### config.mk
export PLATFORM = sky130hd
export DESIGN_NAME = motion_core
export DESIGN_NICKNAME = d
export VERILOG_FILES = /design/src/rtl/motion_cmd_pkg.sv /design/src/rtl/motion_cfg_pkg.sv /design/src/rtl/payload_queue.sv /design/src/rtl/command_decoder.sv /design/src/rtl/motor_config_regs.sv /design/src/rtl/dda_timer.sv /design/src/rtl/quad_encoder.sv /design/src/rtl/motion_core.sv
export SDC_FILE = /design/constraint.sdc
export NUM_CORES = 2
export LEC_CHECK = 0
export BUFFER_PORTS_ARGS = -buffer_cell sky130_fd_sc_hd__buf_2
export CAP_MARGIN = 25
export CORE_MARGIN = 2
export CORE_UTILIZATION = 45
export CTS_CLUSTER_SIZE = 10
export DETAILED_ROUTE_END_ITERATION = 8
export HOLD_SLACK_MARGIN = 0.1
export PLACE_DENSITY = 0.71
export SLEW_MARGIN = 20
export SYNTH_ARGS = -nofsm -noshare
export SYNTH_HDL_FRONTEND = slang
export SYNTH_SLANG_ARGS = --single-unit
### constraint.sdc
create_clock -name CLK -period 7 [get_ports CLK]
set_clock_uncertainty 0.05 [all_clocks]
set_input_delay 1.4 -clock CLK [delete_from_list [all_inputs] [get_ports CLK]]
set_output_delay 1.4 -clock CLK [all_outputs]
set_load 0.03 [all_outputs]
### src/rtl/motion_cmd_pkg.sv
`default_nettype none

package motion_cmd_pkg;

  // Host word format, little endian 64-bit words
  localparam int WORD_W = 64;

  // Header byte sits in the top of every first word
  localparam int HDR_MSB = 63;
  localparam int HDR_LSB = 56;

  // Opcodes
  localparam logic [7:0] CMD_COORDINATED_STEP = 8'h01;
  localparam logic [7:0] CMD_MOTOR_ENABLE     = 8'h0A;
  localparam logic [7:0] CMD_CLK_DIVISOR      = 8'h0B;
  localparam logic [7:0] CMD_MOTORCONFIG      = 8'h10;
  localparam logic [7:0] CMD_API_VERSION      = 8'hFE;

  // Current field of the motorconfig word starts here, microsteps at bit 0
  localparam int CURRENT_LSB = 8;

  // Reported in response bits 23:16, 15:8, 7:0
  localparam logic [7:0] VERSION_MAJOR = 8'd0;
  localparam logic [7:0] VERSION_MINOR = 8'd2;
  localparam logic [7:0] VERSION_PATCH = 8'd1;

endpackage

`default_nettype wire

### src/rtl/motion_cfg_pkg.sv
`default_nettype none

package motion_cfg_pkg;

  // Queue depths
  localparam int CMD_DEPTH  = 2;
  localparam int MOVE_DEPTH = 4;

  // Move record: dir | duration | increment | increment-of-increment
  localparam int MOVE_W     = 193;
  localparam int DIR_BIT    = 192;
  localparam int DUR_MSB    = 191;
  localparam int DUR_LSB    = 128;
  localparam int INC_MSB    = 127;
  localparam int INC_LSB    = 64;
  localparam int INCINC_MSB = 63;
  localparam int INCINC_LSB = 0;

  // Settings register widths and reset values
  localparam int DIVISOR_W    = 8;
  localparam int MICROSTEPS_W = 3;
  localparam int CURRENT_W    = 8;
  localparam logic [DIVISOR_W-1:0]    DIVISOR_RST    = 8'd40;
  localparam logic [MICROSTEPS_W-1:0] MICROSTEPS_RST = 3'd2;
  localparam logic [CURRENT_W-1:0]    CURRENT_RST    = 8'd140;

  // Register selectors between decoder and register block
  localparam int REG_SEL_W = 2;
  localparam logic [REG_SEL_W-1:0] REG_ENABLE      = 2'd0;
  localparam logic [REG_SEL_W-1:0] REG_DIVISOR     = 2'd1;
  localparam logic [REG_SEL_W-1:0] REG_MOTORCONFIG = 2'd2;

endpackage

`default_nettype wire

### src/rtl/payload_queue.sv
`timescale 1ns/1ps
`default_nettype none

module payload_queue #(
  parameter type payload_t = logic [63:0],
  parameter int  DEPTH     = 2
) (
  input  wire           CLK,
  input  wire           resetn,
  input  wire           in_valid,
  output logic          in_ready,
  input  wire payload_t in_data,
  output logic          out_valid,
  input  wire           out_ready,
  output payload_t      out_data
);

  // Storage array
  payload_t mem [DEPTH];

  logic [$clog2(DEPTH)-1:0]   wr_ptr;
  logic [$clog2(DEPTH)-1:0]   rd_ptr;
  logic [$clog2(DEPTH+1)-1:0] count;
  logic push;
  logic pop;

  // Full and empty straight from occupancy
  assign in_ready  = (count != $bits(count)'(DEPTH));
  assign out_valid = (count != '0);
  assign out_data  = mem[rd_ptr];

  assign push = in_valid && in_ready;
  assign pop  = out_valid && out_ready;

  always_ff @(posedge CLK) begin
    if (push) begin
      mem[wr_ptr] <= in_data;
    end
  end

  always_ff @(posedge CLK) begin
    if (!resetn) begin
      wr_ptr <= '0;
      rd_ptr <= '0;
      count  <= '0;
    end else begin
      // Pointers wrap at DEPTH, which need not be a power of two
      if (push) begin
        wr_ptr <= (wr_ptr == $bits(wr_ptr)'(DEPTH - 1)) ? '0 : wr_ptr + 1'b1;
      end
      if (pop) begin
        rd_ptr <= (rd_ptr == $bits(rd_ptr)'(DEPTH - 1)) ? '0 : rd_ptr + 1'b1;
      end
      // Simultaneous push and pop leaves count alone
      case ({push, pop})
        2'b10:   count <= count + 1'b1;
        2'b01:   count <= count - 1'b1;
        default: count <= count;
      endcase
    end
  end

endmodule

`default_nettype wire

### src/rtl/command_decoder.sv
`timescale 1ns/1ps
`default_nettype none

module command_decoder (
  input  wire                                      CLK,
  input  wire                                      resetn,
  input  wire                                      word_valid,
  output logic                                     word_ready,
  input  wire [motion_cmd_pkg::WORD_W-1:0]         word_data,
  output logic                                     resp_valid,
  input  wire                                      resp_ready,
  output logic [motion_cmd_pkg::WORD_W-1:0]        resp_data,
  output logic                                     move_in_valid,
  input  wire                                      move_in_ready,
  output logic [motion_cfg_pkg::MOVE_W-1:0]        move_in_data,
  output logic                                     reg_we,
  output logic [motion_cfg_pkg::REG_SEL_W-1:0]     reg_sel,
  output logic [motion_cmd_pkg::WORD_W-1:0]        reg_wdata,
  input  wire signed [motion_cmd_pkg::WORD_W-1:0]  enc_count
);

  logic [motion_cmd_pkg::HDR_MSB-motion_cmd_pkg::HDR_LSB:0] opcode;
  logic [motion_cmd_pkg::HDR_MSB-motion_cmd_pkg::HDR_LSB:0] hdr;
  logic [1:0] word_idx;
  logic in_move;
  logic last_word;
  logic accept;
  logic mv_dir;
  logic [motion_cmd_pkg::WORD_W-1:0] mv_dur;
  logic [motion_cmd_pkg::WORD_W-1:0] mv_inc;
  logic signed [motion_cmd_pkg::WORD_W-1:0] enc_snap;
  logic [motion_cmd_pkg::WORD_W-1:0] resp_next;
  logic [motion_cfg_pkg::REG_SEL_W-1:0] sel_next;

  assign opcode = word_data[motion_cmd_pkg::HDR_MSB:motion_cmd_pkg::HDR_LSB];

  // Nonzero header only while a move is being gathered
  assign in_move   = (hdr == motion_cmd_pkg::CMD_COORDINATED_STEP);
  assign last_word = in_move && (word_idx == 2'd3);

  // One word at a time, never with a response outstanding
  // Final move word waits for room in the move queue
  assign word_ready = !resp_valid && (!last_word || move_in_ready);
  assign accept     = word_valid && word_ready;

  // Record goes out together with the last word, so it transfers on the same edge
  assign move_in_valid = word_valid && !resp_valid && last_word;

  always_comb begin
    move_in_data = '0;
    move_in_data[motion_cfg_pkg::DIR_BIT] = mv_dir;
    move_in_data[motion_cfg_pkg::DUR_MSB:motion_cfg_pkg::DUR_LSB] = mv_dur;
    move_in_data[motion_cfg_pkg::INC_MSB:motion_cfg_pkg::INC_LSB] = mv_inc;
    move_in_data[motion_cfg_pkg::INCINC_MSB:motion_cfg_pkg::INCINC_LSB] = word_data;
  end

  // Response payload for the word being accepted
  always_comb begin
    resp_next = '0;
    if (in_move) begin
      // Increment word reports the count latched at the header
      if (word_idx == 2'd2) begin
        resp_next = enc_snap;
      end
    end else if (opcode == motion_cmd_pkg::CMD_API_VERSION) begin
      resp_next[23:16] = motion_cmd_pkg::VERSION_MAJOR;
      resp_next[15:8]  = motion_cmd_pkg::VERSION_MINOR;
      resp_next[7:0]   = motion_cmd_pkg::VERSION_PATCH;
    end
  end

  // Selector for the single-word settings commands
  always_comb begin
    case (opcode)
      motion_cmd_pkg::CMD_MOTOR_ENABLE: sel_next = motion_cfg_pkg::REG_ENABLE;
      motion_cmd_pkg::CMD_CLK_DIVISOR:  sel_next = motion_cfg_pkg::REG_DIVISOR;
      default:                          sel_next = motion_cfg_pkg::REG_MOTORCONFIG;
    endcase
  end

  always_ff @(posedge CLK) begin
    if (!resetn) begin
      hdr        <= '0;
      word_idx   <= '0;
      resp_valid <= 1'b0;
      reg_we     <= 1'b0;
    end else begin
      reg_we <= 1'b0;
      if (resp_valid && resp_ready) begin
        resp_valid <= 1'b0;
      end
      if (accept) begin
        resp_valid <= 1'b1;
        if (in_move) begin
          if (last_word) begin
            hdr      <= '0;
            word_idx <= '0;
          end else begin
            word_idx <= word_idx + 2'd1;
          end
        end else begin
          case (opcode)
            motion_cmd_pkg::CMD_COORDINATED_STEP: begin
              hdr      <= opcode;
              word_idx <= 2'd1;
            end
            motion_cmd_pkg::CMD_MOTOR_ENABLE,
            motion_cmd_pkg::CMD_CLK_DIVISOR,
            motion_cmd_pkg::CMD_MOTORCONFIG: reg_we <= 1'b1;
            // Unknown opcodes only get their zero response
            default: ;
          endcase
        end
      end
    end
  end

  // Payload capture
  always_ff @(posedge CLK) begin
    if (accept) begin
      resp_data <= resp_next;
      reg_wdata <= word_data;
      reg_sel   <= sel_next;
      if (!in_move && opcode == motion_cmd_pkg::CMD_COORDINATED_STEP) begin
        mv_dir   <= word_data[0];
        enc_snap <= enc_count;
      end
      if (in_move && word_idx == 2'd1) begin
        mv_dur <= word_data;
      end
      if (in_move && word_idx == 2'd2) begin
        mv_inc <= word_data;
      end
    end
  end

endmodule

`default_nettype wire

### src/rtl/motor_config_regs.sv
`timescale 1ns/1ps
`default_nettype none

module motor_config_regs (
  input  wire                                      CLK,
  input  wire                                      resetn,
  input  wire                                      reg_we,
  input  wire [motion_cfg_pkg::REG_SEL_W-1:0]      reg_sel,
  input  wire [motion_cmd_pkg::WORD_W-1:0]         reg_wdata,
  output logic                                     enable,
  output logic [motion_cfg_pkg::DIVISOR_W-1:0]     divisor,
  output logic [motion_cfg_pkg::MICROSTEPS_W-1:0]  microsteps,
  output logic [motion_cfg_pkg::CURRENT_W-1:0]     current
);

  always_ff @(posedge CLK) begin
    if (!resetn) begin
      // Motor starts disabled
      enable     <= 1'b0;
      divisor    <= motion_cfg_pkg::DIVISOR_RST;
      microsteps <= motion_cfg_pkg::MICROSTEPS_RST;
      current    <= motion_cfg_pkg::CURRENT_RST;
    end else if (reg_we) begin
      case (reg_sel)
        motion_cfg_pkg::REG_ENABLE: enable <= reg_wdata[0];
        motion_cfg_pkg::REG_DIVISOR: divisor <= reg_wdata[motion_cfg_pkg::DIVISOR_W-1:0];
        motion_cfg_pkg::REG_MOTORCONFIG: begin
          // Microsteps and current written together
          microsteps <= reg_wdata[motion_cfg_pkg::MICROSTEPS_W-1:0];
          current    <= reg_wdata[motion_cmd_pkg::CURRENT_LSB +: motion_cfg_pkg::CURRENT_W];
        end
        default: ;
      endcase
    end
  end

endmodule

`default_nettype wire

### src/rtl/dda_timer.sv
`timescale 1ns/1ps
`default_nettype none

module dda_timer (
  input  wire                                   CLK,
  input  wire                                   resetn,
  input  wire                                   move_valid,
  output logic                                  move_ready,
  input  wire [motion_cfg_pkg::MOVE_W-1:0]      move_data,
  input  wire [motion_cfg_pkg::DIVISOR_W-1:0]   divisor,
  input  wire                                   halt,
  output logic                                  step,
  output logic                                  dir,
  output logic                                  move_done
);

  logic active;
  logic start;
  logic tick;
  logic [motion_cfg_pkg::DIVISOR_W-1:0] div_cnt;
  logic [motion_cfg_pkg::DIVISOR_W-1:0] div_lim;
  logic [63:0] remaining;
  logic [63:0] acc;
  logic [63:0] inc;
  logic [63:0] incinc;
  logic [64:0] acc_sum;

  // Next move only once the current one is over
  assign move_ready = !active;
  assign start      = move_valid && move_ready;

  // Divisor of zero behaves as one
  assign div_lim = (divisor == '0) ? 1'b1 : divisor;
  // >= so a divisor shrinking mid-count still ticks promptly
  assign tick    = active && !halt && (div_cnt >= div_lim - 1'b1);
  // Carry out is the step
  assign acc_sum = {1'b0, acc} + {1'b0, inc};

  always_ff @(posedge CLK) begin
    if (!resetn) begin
      active    <= 1'b0;
      div_cnt   <= '0;
      remaining <= '0;
      step      <= 1'b0;
      dir       <= 1'b0;
      move_done <= 1'b0;
    end else begin
      step      <= 1'b0;
      move_done <= 1'b0;
      if (start) begin
        dir       <= move_data[motion_cfg_pkg::DIR_BIT];
        remaining <= move_data[motion_cfg_pkg::DUR_MSB:motion_cfg_pkg::DUR_LSB];
        div_cnt   <= '0;
        // Zero duration finishes right away
        if (move_data[motion_cfg_pkg::DUR_MSB:motion_cfg_pkg::DUR_LSB] == '0) begin
          move_done <= 1'b1;
        end else begin
          active <= 1'b1;
        end
      end else if (tick) begin
        div_cnt   <= '0;
        step      <= acc_sum[64];
        remaining <= remaining - 64'd1;
        if (remaining == 64'd1) begin
          active    <= 1'b0;
          move_done <= 1'b1;
        end
      end else if (active && !halt) begin
        div_cnt <= div_cnt + 1'b1;
      end
    end
  end

  // Accumulator and ramp, cleared or loaded at move start
  always_ff @(posedge CLK) begin
    if (start) begin
      acc    <= '0;
      inc    <= move_data[motion_cfg_pkg::INC_MSB:motion_cfg_pkg::INC_LSB];
      incinc <= move_data[motion_cfg_pkg::INCINC_MSB:motion_cfg_pkg::INCINC_LSB];
    end else if (tick) begin
      acc <= acc_sum[63:0];
      inc <= inc + incinc;
    end
  end

endmodule

`default_nettype wire

### src/rtl/quad_encoder.sv
`timescale 1ns/1ps
`default_nettype none

module quad_encoder (
  input  wire                                      CLK,
  input  wire                                      resetn,
  input  wire                                      enc_a,
  input  wire                                      enc_b,
  output logic signed [motion_cmd_pkg::WORD_W-1:0] enc_count
);

  logic a_meta;
  logic a_sync;
  logic a_prev;
  logic b_meta;
  logic b_sync;
  logic b_prev;
  logic count_en;
  logic count_up;

  // Exactly one of A and B changed, a double change is dropped
  assign count_en = a_sync ^ a_prev ^ b_sync ^ b_prev;
  // Forward order 00, 10, 11, 01 (A leads)
  assign count_up = a_sync ^ b_prev;

  always_ff @(posedge CLK) begin
    if (!resetn) begin
      a_meta    <= 1'b0;
      a_sync    <= 1'b0;
      a_prev    <= 1'b0;
      b_meta    <= 1'b0;
      b_sync    <= 1'b0;
      b_prev    <= 1'b0;
      enc_count <= '0;
    end else begin
      // Two-flop synchronizers
      a_meta <= enc_a;
      a_sync <= a_meta;
      b_meta <= enc_b;
      b_sync <= b_meta;
      // Previous state for transition detect
      a_prev <= a_sync;
      b_prev <= b_sync;
      if (count_en) begin
        enc_count <= count_up ? enc_count + 1'b1 : enc_count - 1'b1;
      end
    end
  end

endmodule

`default_nettype wire

### src/rtl/motion_core.sv
`timescale 1ns/1ps
`default_nettype none

module motion_core (
  input  wire                                      CLK,
  input  wire                                      resetn,
  input  wire                                      cmd_valid,
  output logic                                     cmd_ready,
  input  wire [motion_cmd_pkg::WORD_W-1:0]         cmd_data,
  output logic                                     resp_valid,
  input  wire                                      resp_ready,
  output logic [motion_cmd_pkg::WORD_W-1:0]        resp_data,
  input  wire                                      halt,
  input  wire                                      enc_a,
  input  wire                                      enc_b,
  output logic                                     step,
  output logic                                     dir,
  output logic                                     move_done,
  output logic                                     buffer_ready,
  output logic                                     enable,
  output logic [motion_cfg_pkg::MICROSTEPS_W-1:0]  microsteps,
  output logic [motion_cfg_pkg::CURRENT_W-1:0]     current,
  output logic signed [motion_cmd_pkg::WORD_W-1:0] enc_count
);

  // Command queue to decoder
  logic word_valid;
  logic word_ready;
  logic [motion_cmd_pkg::WORD_W-1:0] word_data;
  // Decoder to move queue
  logic move_in_valid;
  logic move_in_ready;
  logic [motion_cfg_pkg::MOVE_W-1:0] move_in_data;
  // Move queue to DDA
  logic move_valid;
  logic move_ready;
  logic [motion_cfg_pkg::MOVE_W-1:0] move_data;
  // Settings write port
  logic reg_we;
  logic [motion_cfg_pkg::REG_SEL_W-1:0] reg_sel;
  logic [motion_cmd_pkg::WORD_W-1:0] reg_wdata;
  logic [motion_cfg_pkg::DIVISOR_W-1:0] divisor;

  // Host may send more moves while the queue has room
  assign buffer_ready = move_in_ready;

  payload_queue #(
    .payload_t (logic [motion_cmd_pkg::WORD_W-1:0]),
    .DEPTH     (motion_cfg_pkg::CMD_DEPTH)
  ) i_cmd_queue (
    .CLK       (CLK),
    .resetn    (resetn),
    .in_valid  (cmd_valid),
    .in_ready  (cmd_ready),
    .in_data   (cmd_data),
    .out_valid (word_valid),
    .out_ready (word_ready),
    .out_data  (word_data)
  );

  command_decoder i_command_decoder (
    .CLK           (CLK),
    .resetn        (resetn),
    .word_valid    (word_valid),
    .word_ready    (word_ready),
    .word_data     (word_data),
    .resp_valid    (resp_valid),
    .resp_ready    (resp_ready),
    .resp_data     (resp_data),
    .move_in_valid (move_in_valid),
    .move_in_ready (move_in_ready),
    .move_in_data  (move_in_data),
    .reg_we        (reg_we),
    .reg_sel       (reg_sel),
    .reg_wdata     (reg_wdata),
    .enc_count     (enc_count)
  );

  payload_queue #(
    .payload_t (logic [motion_cfg_pkg::MOVE_W-1:0]),
    .DEPTH     (motion_cfg_pkg::MOVE_DEPTH)
  ) i_move_queue (
    .CLK       (CLK),
    .resetn    (resetn),
    .in_valid  (move_in_valid),
    .in_ready  (move_in_ready),
    .in_data   (move_in_data),
    .out_valid (move_valid),
    .out_ready (move_ready),
    .out_data  (move_data)
  );

  motor_config_regs i_motor_config_regs (
    .CLK        (CLK),
    .resetn     (resetn),
    .reg_we     (reg_we),
    .reg_sel    (reg_sel),
    .reg_wdata  (reg_wdata),
    .enable     (enable),
    .divisor    (divisor),
    .microsteps (microsteps),
    .current    (current)
  );

  dda_timer i_dda_timer (
    .CLK        (CLK),
    .resetn     (resetn),
    .move_valid (move_valid),
    .move_ready (move_ready),
    .move_data  (move_data),
    .divisor    (divisor),
    .halt       (halt),
    .step       (step),
    .dir        (dir),
    .move_done  (move_done)
  );

  quad_encoder i_quad_encoder (
    .CLK       (CLK),
    .resetn    (resetn),
    .enc_a     (enc_a),
    .enc_b     (enc_b),
    .enc_count (enc_count)
  );

endmodule

`default_nettype wire

==> results.cfg <==
[worst_setup_path]
cp_common_cell = a21o_1
cp_max_fo = 42
crit_start = i_motor_config_regs.divisor[3]
r2r_cells = 15
cpPeakStageDelay_ns = 0.67
crit_path_end = i_dda_timer.remaining[29]
cp.arrival_ns = 5.30
required_ns = 7.60
critPathKind = reg2reg
worstReg2RegStart = i_motor_config_regs.divisor[3]
cp_top_family = compound AO/OA/AOI/OAI gates
cpMaxStageDelayCell = nand2_2
path_cells = nor4_1 -> a31oi_1 -> ha_1 -> ha_1 -> a21o_1 -> a21o_1 -> a21o_1 -> a21o_1 -> a21oi_1 -> o21ai_2 -> nand2_2 -> buf_4 -> o21ai_0 -> a221oi_1 -> nor2_1
end_kind = register
cp.depth = 15
rr_endpoint = i_dda_timer.remaining[29]
path_buf_inv = 1
worstSetupStartpointType = register
r2r_slack_ns = 2.30

[logic_synthesis]
synth_most_common_cell = edfxtp_1
ys_warn_count = 0
synth_edf_count = 1303
synth_nets = 5053
synth_area_leaders = edfxtp_1 (58%), dfxtp_1 (7.6%), mux4_2 (6.5%), ha_1 (3.9%), a21oi_1 (2.9%)
syn_area_mm2 = 0.0672
ys_ff_latch = 1559
synth_area_leader_cell = edfxtp_1
yosys_most_used_dff = edfxtp_1
syn_area_per_cell_um2 = 14.1
netlist_top_cells_count = edfxtp_1 (1303), nand2_1 (393), a21oi_1 (383), dfxtp_1 (256), nor2_1 (254)
synth_top_area_share = 0.582
ys_seq_area_frac = 0.659
synthArstFlopShare = 0
post_synth_num_cell_types = 89
syn-instance-count = 4767

[power]
power_frac_clock = 0.291
p_leak_uw = 0.0265
intPower_uw = 19500
p_comb_frac = 0.300
power_switching_uw = 9840
ir_drop_v = 0.000283
p_per_area_mw_per_mm2 = 388
seq_power_share = 0.409
p_sw_frac = 0.336

[timing]
max_slew_margin = 0.301
fin_crit_sh = 0.672
setup_viol = 0
fin_crit_ns = 4.70
fmax_mhz = 213
tns_ns = 0
tightest_slew_ns = 1.05
drv_slew = 0
grt_setup_unrepaired = false
whs_ns = 0.383
finalHoldViolCount = 0
final.setup.worst_slack_ns = 2.30

[floorplanning]
fp.dieArea_mm2 = 0.152
initial_utilization = 0.454
rows = 141
io_pins = 217
die_w_um = 390
die_h_um = 390
core_mm2 = 0.148

[clock_tree]
cts-resized-gates = 0
cts_buffer_depth = 3
path_clk_slew_ns = 0.06
tritoncts = yes
numClockSinks = 1559
clkLatencyLatePin_ns = 0.80
hold_buffers = 0
h-tree-depth = 4
cts_setup_buffers = 0
cts_root_buffer = clkbuf_16
numCtsBuffers = 178

[route]
wl_per_cell_um = 22.4
drc = 0
num_vias = 40900
routed_wl_um = 158000
dr.pass1.iters = 6
dr.first_iter.drc_count = 3931
drt-vias-per-instance = 5.83
antenna_left = 0

[placement]
gp_congestion = 0.942
place_hpwl_um = 102000
io_buffers = 216
post-place-ws_ns = 2.31
dpl-instance-area_mm2 = 0.0703

[grt]
grt_usage = 0.205
grt_max_degree = 117
overflow = 0
antenna_found_initial = 10
grt_pass1_vias = 40000
grt_pass1_wl_um = 241000

[outcome]
status = finished clean

[finish]
register_area_mm2 = 0.0443
n_fill_cell = 12100
drive_above_1_share = 0.154
fin_area_mm2 = 0.0756
areaGrowthSynthToFinish_pct = 12.5
multi_input_comb_area_mm2 = 0.0218
final_nets = 5261

[flow_run]
drv_cap = 0

[min_path]
min_path_type = reg2reg
[sequential cells by signal (all words and copies together) (netlist names), 3 cells and up, named ones only]
name	count
i_command_decoder.enc_snap	64
i_dda_timer.acc	64
i_motor_config_regs.current	8
i_command_decoder.mv_inc	64
i_move_queue.count	3
i_quad_encoder.enc_count	64
i_command_decoder.reg_wdata	16
i_command_decoder.hdr	8
i_move_queue.mem	772
i_dda_timer.remaining	64
i_motor_config_regs.microsteps	3
i_cmd_queue.mem	128
i_motor_config_regs.divisor	8
i_command_decoder.mv_dur	64
i_dda_timer.inc	64
i_dda_timer.div_cnt	8
i_command_decoder.resp_data	64
i_dda_timer.incinc	64
[power by group through the flow]
stage               Combinational (uW)  Sequential [uW]  Clock, uW
global route                      9590            12100       9040
finish                            8790            12000       8530
CTS                               8730            12000       8690
detailed placement                8650            12200          0
global placement                  8560            12200          0
floorplan                         5970            12400          0
[area by class of cell]
type / instances / area share
sequential: 1559 / 0.585
multi-input combinational: 2901 / 0.289
clock buffer: 277 / 0.0653
tap: 1930 / 0.0319
timing repair buffer: 258 / 0.0201
clock inverter: 23 / 0.00457
inverter: 77 / 0.00394
antenna: 2 / 0.0000662
[kinds of logic after synthesis]
kind of cell,share of synthesized area
buffers and inverters,0.0174
DFF,0.659
muxes,0.0787
xor gates and xnor gates,0.0270
AOI/OAI and AO/OA,0.0930
adders and majority gates,0.0405
and+or+nand+nor,0.0848
[layout by cell type, fill, tap and decap left out, types with 11 or more instances in the layout]
cell       netlist  routed
a31o_2          13      13
xnor2_1        126     126
o21bai_1        31      31
nand3_1         88      88
nor4_1          42      42
inv_1           76      73
buf_4            1      31
nor2b_1         34      34
o21a_1          14      14
dfxtp_1        256     253
a311oi_1        11      11
nor3b_1         12      12
nor2_1         254     252
nand2b_1        27      27
a21oi_1        383     382
xor2_1          81      81
o21ai_0        240     240
mux4_2         193     193
mux2_2          67      67
nor3_1          65      64
clkbuf_1       188      92
buf_2            7     217
and3_1          86      84
nand2_1        393     391
nand4_1         62      62
ha_1           211     211
a21o_1         128     128
mux2i_1         19      19
a31oi_1         40      40
a211oi_1        31      31
and2_1          36      30
or3_1           25      25
o211ai_1        23      23
edfxtp_1      1303    1303
clkbuf_16        0     182
or4_1           12      12
[layer usage]
| metal | GRT usage | vias up | wire length, um |
|---|---|---|---|
| met4 | 0.0639 | 2 | 4410 |
| met1 | 0.292 | 20500 | 70100 |
| li1 | - | 18800 | - |
| met3 | 0.0321 | 263 | 10100 |
| met5 | 0 | - | 14 |
| met2 | 0.322 | 1388 | 73000 |
[worst min-delay path by stage]
stage,end,depth (start not counted),slack (ns),startpoint
final,i_quad_encoder.a_sync,1,0.38,i_quad_encoder.a_meta
after global routing,i_quad_encoder.b_sync,1,0.39,i_quad_encoder.b_meta
after CTS,i_quad_encoder.a_sync,1,0.38,i_quad_encoder.a_meta
after detailed placement,i_quad_encoder.a_sync,1,0.37,i_quad_encoder.a_meta
after global placement,i_quad_encoder.b_sync,1,0.37,i_quad_encoder.b_meta
after floorplan,i_quad_encoder.a_sync,1,0.36,i_quad_encoder.a_meta
[stage by stage]
step | cells | total power [uW] | util
after floorplan | 4767 | 18400 | -
after global placement | 6724 | 20700 | 0.475
after detailed placement | 6724 | 20800 | 0.475
after CTS | 7024 | 29400 | 0.511
after global routing | 7027 | 30700 | 0.511
final | 7027 | 29300 | 0.511
No activity file was read; power rests on OpenSTA's default activity.
